--- src/verilog/register_file_defines.svh ---
// Sizing of the RV32F operand register file.
// RF_NUM_REGS must equal 2**RF_INDEX_W, since every in-bank index
// selects a stored word and the read ports do no range check.
// The bank-select bit sits directly above the index bits.

`ifndef REGISTER_FILE_DEFINES_SVH
`define REGISTER_FILE_DEFINES_SVH

// ~~~~~~~~~~~~~~~~~~~~~~~~~~~~~~~~~~~~~~~~~~~~~~~~~~~~~~~~~~~~~~~~~~~~
// Data path

// Width of one register, integer or single-precision float
`define RF_XLEN 32

// ~~~~~~~~~~~~~~~~~~~~~~~~~~~~~~~~~~~~~~~~~~~~~~~~~~~~~~~~~~~~~~~~~~~~
// Addressing

// Bits that name a register inside one bank
`define RF_INDEX_W 5

// Registers held by each bank
`define RF_NUM_REGS 32

// Full operand address, index plus the bank bit
`define RF_ADDR_W 6

// A one here names the floating-point bank, a zero the integer bank
`define RF_BANK_BIT 5

`endif

--- src/verilog/register_file_pkg.sv ---
// Types shared by the register file and its testbench.
// All of them are plain vectors sized from the defines header.

`default_nettype none

`include "register_file_defines.svh"

package register_file_pkg;

        // ~~~~~~~~~~~~~~~~~~~~~~~~~~~~~~~~~~~~~~~~~~~~~~~~~~~~~~~~~~~~~~~~
        // Register contents

        // One stored word, read as integer or as a raw IEEE single
        typedef logic [`RF_XLEN-1:0] reg_data_t;

        // ~~~~~~~~~~~~~~~~~~~~~~~~~~~~~~~~~~~~~~~~~~~~~~~~~~~~~~~~~~~~~~~~
        // Register names

        // Operand address as the decoder produces it, bank bit on top
        typedef logic [`RF_ADDR_W-1:0] reg_addr_t;

        // Register number within one bank
        typedef logic [`RF_INDEX_W-1:0] reg_index_t;

endpackage

`default_nettype wire
--- src/verilog/register_bank.sv ---
// One bank of RF_NUM_REGS registers.
// The write lands at the rising edge when wr_en_i is high, so a read of
// the same register in that cycle still sees the old word.
// Reads are combinational on all three ports.
// With HARDWIRED_ZERO set, register 0 has no storage and reads zero.

`default_nettype none

`include "register_file_defines.svh"

module register_bank import register_file_pkg::*; #(
        parameter bit HARDWIRED_ZERO = 1'b1
) (
        input  wire logic       clk_i,
        input  wire logic       reset_i,

        // Write port
        input  wire logic       wr_en_i,
        input  wire reg_index_t wr_index_i,
        input  wire reg_data_t  wr_data_i,

        // Read ports
        input  wire reg_index_t rs1_index_i,
        input  wire reg_index_t rs2_index_i,
        input  wire reg_index_t rs3_index_i,
        output reg_data_t       rs1_data_o,
        output reg_data_t       rs2_data_o,
        output reg_data_t       rs3_data_o
);

        // Current value of every register, stored or constant
        reg_data_t regs [`RF_NUM_REGS];

        // ~~~~~~~~~~~~~~~~~~~~~~~~~~~~~~~~~~~~~~~~~~~~~~~~~~~~~~~~~~~~~~~~
        // Storage

        for (genvar i = 0; i < `RF_NUM_REGS; i++) begin : g_reg
                if (HARDWIRED_ZERO && i == 0) begin : g_zero
                        assign regs[i] = '0;    // Writes to it go nowhere
                end else begin : g_store
                        logic      wr_hit;
                        reg_data_t q;

                        assign wr_hit = wr_en_i && (wr_index_i == reg_index_t'(i));

                        always_ff @(posedge clk_i) begin
                                if (reset_i) begin
                                        q <= '0;
                                end else if (wr_hit) begin
                                        q <= wr_data_i;
                                end
                        end

                        assign regs[i] = q;
                end
        end

        // ~~~~~~~~~~~~~~~~~~~~~~~~~~~~~~~~~~~~~~~~~~~~~~~~~~~~~~~~~~~~~~~~
        // Read ports

        // No write bypass, a same-cycle read returns the value from before the edge
        assign rs1_data_o = regs[rs1_index_i];
        assign rs2_data_o = regs[rs2_index_i];
        assign rs3_data_o = regs[rs3_index_i];  // Third source for fused multiply-add

endmodule

`default_nettype wire

--- config.mk ---
export PLATFORM = sky130hd
export DESIGN_NAME = register_bank
export DESIGN_NICKNAME = d
export VERILOG_FILES = /design/src/verilog/register_file_pkg.sv /design/src/verilog/register_bank.sv
export VERILOG_INCLUDE_DIRS = /design/src /design/src/verilog
export SDC_FILE = /design/constraint.sdc
export NUM_CORES = 2
export LEC_CHECK = 0
export BUFFER_PORTS_ARGS = -buffer_cell sky130_fd_sc_hd__buf_4
export CAP_MARGIN = 20
export CORE_MARGIN = 8
export CORE_UTILIZATION = 40
export CTS_BUF_LIST = sky130_fd_sc_hd__clkbuf_4
export CTS_CLUSTER_DIAMETER = 80
export DETAILED_ROUTE_END_ITERATION = 8
export MAX_ROUTING_LAYER = met4
export PLACE_DENSITY_LB_ADDON = 0.08
export SLEW_MARGIN = 20
export SYNTH_ARGS = -nofsm -noshare
export SYNTH_HDL_FRONTEND = slang
export SYNTH_SLANG_ARGS = --single-unit
--- constraint.sdc ---
create_clock -name clk_i -period 1.5 [get_ports clk_i]
set_input_delay 0 -clock clk_i [delete_from_list [all_inputs] [get_ports clk_i]]
set_output_delay 0 -clock clk_i [all_outputs]
set_load 0.01 [all_outputs]
==> flow_results.org <==
** Outcome
- The flow ran to the end, but the final reports show violations.
- Violations in the final reports :: setup timing

** Synthesis
- Of the post-synthesis cell area, the part taken by muxes is 24.8%.
- The number of nets handed over by synthesis was 7696.
- The synthesized netlist devotes 0% of its cell area to adder and majority cells.
- By area, the combinational part of the netlist is dominated by multiplexers.
- The synthesized netlist devotes 17.2% of its cell area to compound gates.
- Counting flops and latches in the post-synthesis netlist gives 992.
- Basic-gate share of the synthesized area counting and, or, nand and nor cells :: 19.1%
- Number of distinct standard cells referenced by the synthesized netlist :: 29
- Warnings, synthesis :: 0
- Mapped Area :: between 0.05 and 0.06 mm²
- Each instance of the synthesized netlist takes up on average 7.80 µm².
- Sequential fraction of the synthesis area :: 33.3%
- The synthesized netlist devotes 0% of its cell area to XOR and XNOR gates.
- Gate Count Post-Synth :: 7641

** Global routing
- Antenna violations before repair :: 5
- Total grt overflow :: 0
- Entering global routing, the biggest net connects 113 pins.
- GRT Overall Usage :: between 30% and 40%
- The number of global-route vias before repair was 60600.
- First-pass GRT wire length :: 412 mm

** Timing
- The final hold violation count was 0.
- RSZ-0062 raised after global routing :: yes
- Achievable Freq :: 320 MHz
- Final worst setup slack :: -1.62 ns
- The final count of pins violating max slew was 0.
- Hold timing on the final database bottoms out at a slack of between 0.1 and 0.15 ns.
- Between clock sinks in the finished design, the worst skew comes to 0 ns.
- For the pin with the worst max-slew slack, the measured transition is ~0.71 ns.
- Setup violations remaining at the end of the flow were counted as 270.
- Crit share post-route :: 208%
- Post-layout minimum cycle time :: 3.12 ns
- Headroom to the max-slew limit came out at 52.4%.

** Placement
- Count of buffers inserted at the top-level ports :: 150
- Placement-stage cell area :: 0.0692 mm²
- Before CTS, the worst setup slack after placement is -0.709 ns.
- The HPWL after detailed placement is roughly 190 mm.
- Placer's final routability congestion estimate :: 0.994

** Critical path
- The worst setup path is of the reg -> out kind.
- STA classifies the critical path endpoint as an output pin.
- Following the worst setup path forward leads to its endpoint at rs3_data_o[20].
- STA puts the critical path data required time at around 1.5 ns.
- Setup slack on the worst reg-to-reg path comes out at 0.29 ns.
- R2r worst-path depth :: 3
- Of all nets on the critical path, the largest fanout is 3.
- Origin of the worst setup path :: g_reg[7].g_store.q[20]
- Kind of start point of the critical path :: register
- Endpoint of the worst register-to-register path :: g_reg[12].g_store.q[25]
- Data arrives at the worst endpoint at 3.12 ns.
- The startpoint identified for the worst register-to-register timing path is g_reg[12].g_store.q[25].

** Routing
- Detailed Routing Iterations Pass 1 :: 8
- Post-Route WL :: between 200 and 300 mm
- Number of routed nets with antenna violations :: 0
- After the first detailed-routing iteration, the DRC count stood at 7667.
- After detailed routing, the number of remaining DRC violations is 0.
- After detailed routing, the number of vias per cell comes to 6.09.
- Via count :: 63000
- After detailed routing, the average wire length per cell comes to 27.6 µm.

** Clock tree
- TritonCTS Buffers :: 306
- Worst skew pair latency :: 1.28 ns
- Clock-pin slew on the worst setup and hold paths :: approximately 0.070 ns
- Clock tree from TritonCTS :: done
- Clock tree root buffer cell :: sky130_fd_sc_hd__clkbuf_4
- CTS Buffer Depth :: 4
- The clock tree synthesis step divided the H-tree into 5 levels.
- Number of sinks driven by the clock tree :: 992

** Final layout
- Max reg flops :: 992
- Leaving out fill and tap cells, the most frequent cell in the layout is sky130_fd_sc_hd__nand2_1.
- Cells with a size suffix above 1 make up 26.0% of the layout.
- Most used cells in the layout excluding fill and tap cells :: 2185 x sky130_fd_sc_hd__nand2_1, 1184 x sky130_fd_sc_hd__a21oi_1, 1152 x sky130_fd_sc_hd__mux2i_1
- Biggest registers after layout :: g.g_store.q: 992 flops
- Share of the core filled with cells in the final layout :: 53.5%
- Synthesis-to-layout area growth :: 32.5%
- Biggest register :: g.g_store.q
- Fin area :: 0.0790 mm²
- In the final design database the tool counted between 8000 and 9000 nets.

** Flow run
- Max-cap violations in this run came to 0.

** Floorplan
- The die covers 0.162 mm².
- Count of pins on the block boundary :: 151
- Effective utilization at floorplan :: 40.3%
- The floorplan step set the die height to around 400 µm.
- Std-Cell Rows :: 141
- Standard cell core area :: around 0.15 mm²
- Width of the die :: 402 µm

** Power and ir drop
- Total power for the finished layout comes to 65900 µW.
- Registers are responsible for 40.6% of the overall power.
- For this design the ratio of total power to cell area is 834 mW/mm².
- The share of total power dissipated in the clock network is 40.7%.
- Reported leakage power :: 0.0305 µW
- VDD sags by at most 0.905 mV.
- Cell internal pwr :: 45600 µW
- In this run, the combinational gates consume 18.7% of the power.
- Switching power of the nets :: approximately 20000 µW
- In this run switching power makes up between 30% and 40% of total power.

** Hold path
- The min-delay analysis places its worst path in the category in -> reg.
cells in the mapped netlist:
cell                       instances  share of area [%]
sky130_fd_sc_hd__a21oi_1        1184                9.9
sky130_fd_sc_hd__a221oi_1         96                1.4
sky130_fd_sc_hd__a22oi_1         384                4.8
sky130_fd_sc_hd__a31oi_1          96                1.0
sky130_fd_sc_hd__and2_1            5              0.052
sky130_fd_sc_hd__buf_1             7              0.044
sky130_fd_sc_hd__buf_2           217                1.8
sky130_fd_sc_hd__buf_4            43               0.54
sky130_fd_sc_hd__buf_6             1              0.019
sky130_fd_sc_hd__clkbuf_1        506                3.2
sky130_fd_sc_hd__clkbuf_4          2              0.025
sky130_fd_sc_hd__dfxtp_1         992                 33
sky130_fd_sc_hd__mux2_2           96                1.8
sky130_fd_sc_hd__mux2i_1        1152                 19
sky130_fd_sc_hd__mux4_2           96                3.6
sky130_fd_sc_hd__nand2_1        2212                 14
sky130_fd_sc_hd__nand2_4           1              0.019
sky130_fd_sc_hd__nand2b_1          8              0.084
sky130_fd_sc_hd__nand3_1         288                2.4
sky130_fd_sc_hd__nand4_1           1              0.011
sky130_fd_sc_hd__nor2_1           16               0.10
sky130_fd_sc_hd__nor2_2            6              0.063
sky130_fd_sc_hd__nor2b_1         110                1.2
sky130_fd_sc_hd__nor3_1           97               0.81
sky130_fd_sc_hd__nor3_2            9               0.15
sky130_fd_sc_hd__nor3_4            2              0.055
sky130_fd_sc_hd__nor4_2            8               0.17
sky130_fd_sc_hd__or2_1             2              0.021
sky130_fd_sc_hd__or2_2             4              0.042
how the worst min path moves through the flow:
| stage | from | end | slack, ns | cells after the start |
|---|---|---|---|---|
| after floorplan | wr_data_i[13] | g_reg[3].g_store.q[13] | 0.14 | 2 |
| after global placement | reset_i | g_reg[12].g_store.q[26] | 0.43 | 3 |
| final | wr_index_i[2] | g_reg[24].g_store.q[24] | 0.12 | 8 |
| after detailed placement | reset_i | g_reg[13].g_store.q[26] | 0.43 | 3 |
| after global routing | wr_index_i[2] | g_reg[24].g_store.q[25] | 0.09 | 8 |
| after CTS | wr_index_i[0] | g_reg[29].g_store.q[7] | 0.03 | 7 |
cells by family after synthesis:
family	count (synthesis)
flip-flops	992
multiplexers	1344
AO/OA/AOI/OAI	1760
buffers and inverters	776
AND/OR/NAND/NOR	2769
layout make-up:
cell class,count,area (µm²)
clock buffer,445,3340
clock inverter,61,314
antenna,12,30.0
sequential,992,20000
fill,13700,68800
multi-input combinational,5873,40600
timing repair buffer,1039,12300
tap,1930,2410
metal layers:
metal | vias up | GRT usage (%) | share of wire, %
li1 | 28200 | - | -
met1 | 30600 | 45.6 | 42
met2 | 3486 | 50.1 | 43
met3 | 731 | 8.62 | 11
met4 | 0 | 14.0 | 4.4
met5 | - | - | 0
through the flow:
stage	setup TNS, ns	cells
floorplan	0	7641
global placement	-70.18	9706
detailed placement	-78.89	9706
CTS	-162.03	10300
global route	-180.93	10400
finish	-169.67	10400
power by group through the flow:
stage | Clock, µW | Combinational, µW | Sequential (µW)
after floorplan | 0 | 5080 | 27300
after global placement | 0 | 10300 | 27300
after detailed placement | 0 | 10400 | 27300
after CTS | 27300 | 11700 | 26700
after global routing | 28800 | 12600 | 26700
final | 26900 | 12300 | 26700
worst max-delay path, cell delays in order (launching register included):
cell and delay (ns):
sky130_fd_sc_hd__dfxtp_2 0.34, sky130_fd_sc_hd__buf_6 0.11, sky130_fd_sc_hd__mux4_2 0.49, sky130_fd_sc_hd__nor2b_4 0.15
sky130_fd_sc_hd__nor3_4 0.07, sky130_fd_sc_hd__a31oi_4 0.23, sky130_fd_sc_hd__buf_6 0.18, sky130_fd_sc_hd__nand3_4 0.08
sky130_fd_sc_hd__buf_6 0.13
repair_timing:
item | 4_1_cts | 5_1_grt
gates resized for setup | 700 | 197
cloned | 0 | 3
buffers inserted | 3 | 6
endpoints found under the setup margin | 96 | 334
hold endpoints to repair | 992 | 987
pin swaps | 125 | 42
hold buffers | 131 | 10
Power figures use the tool's default switching activity.
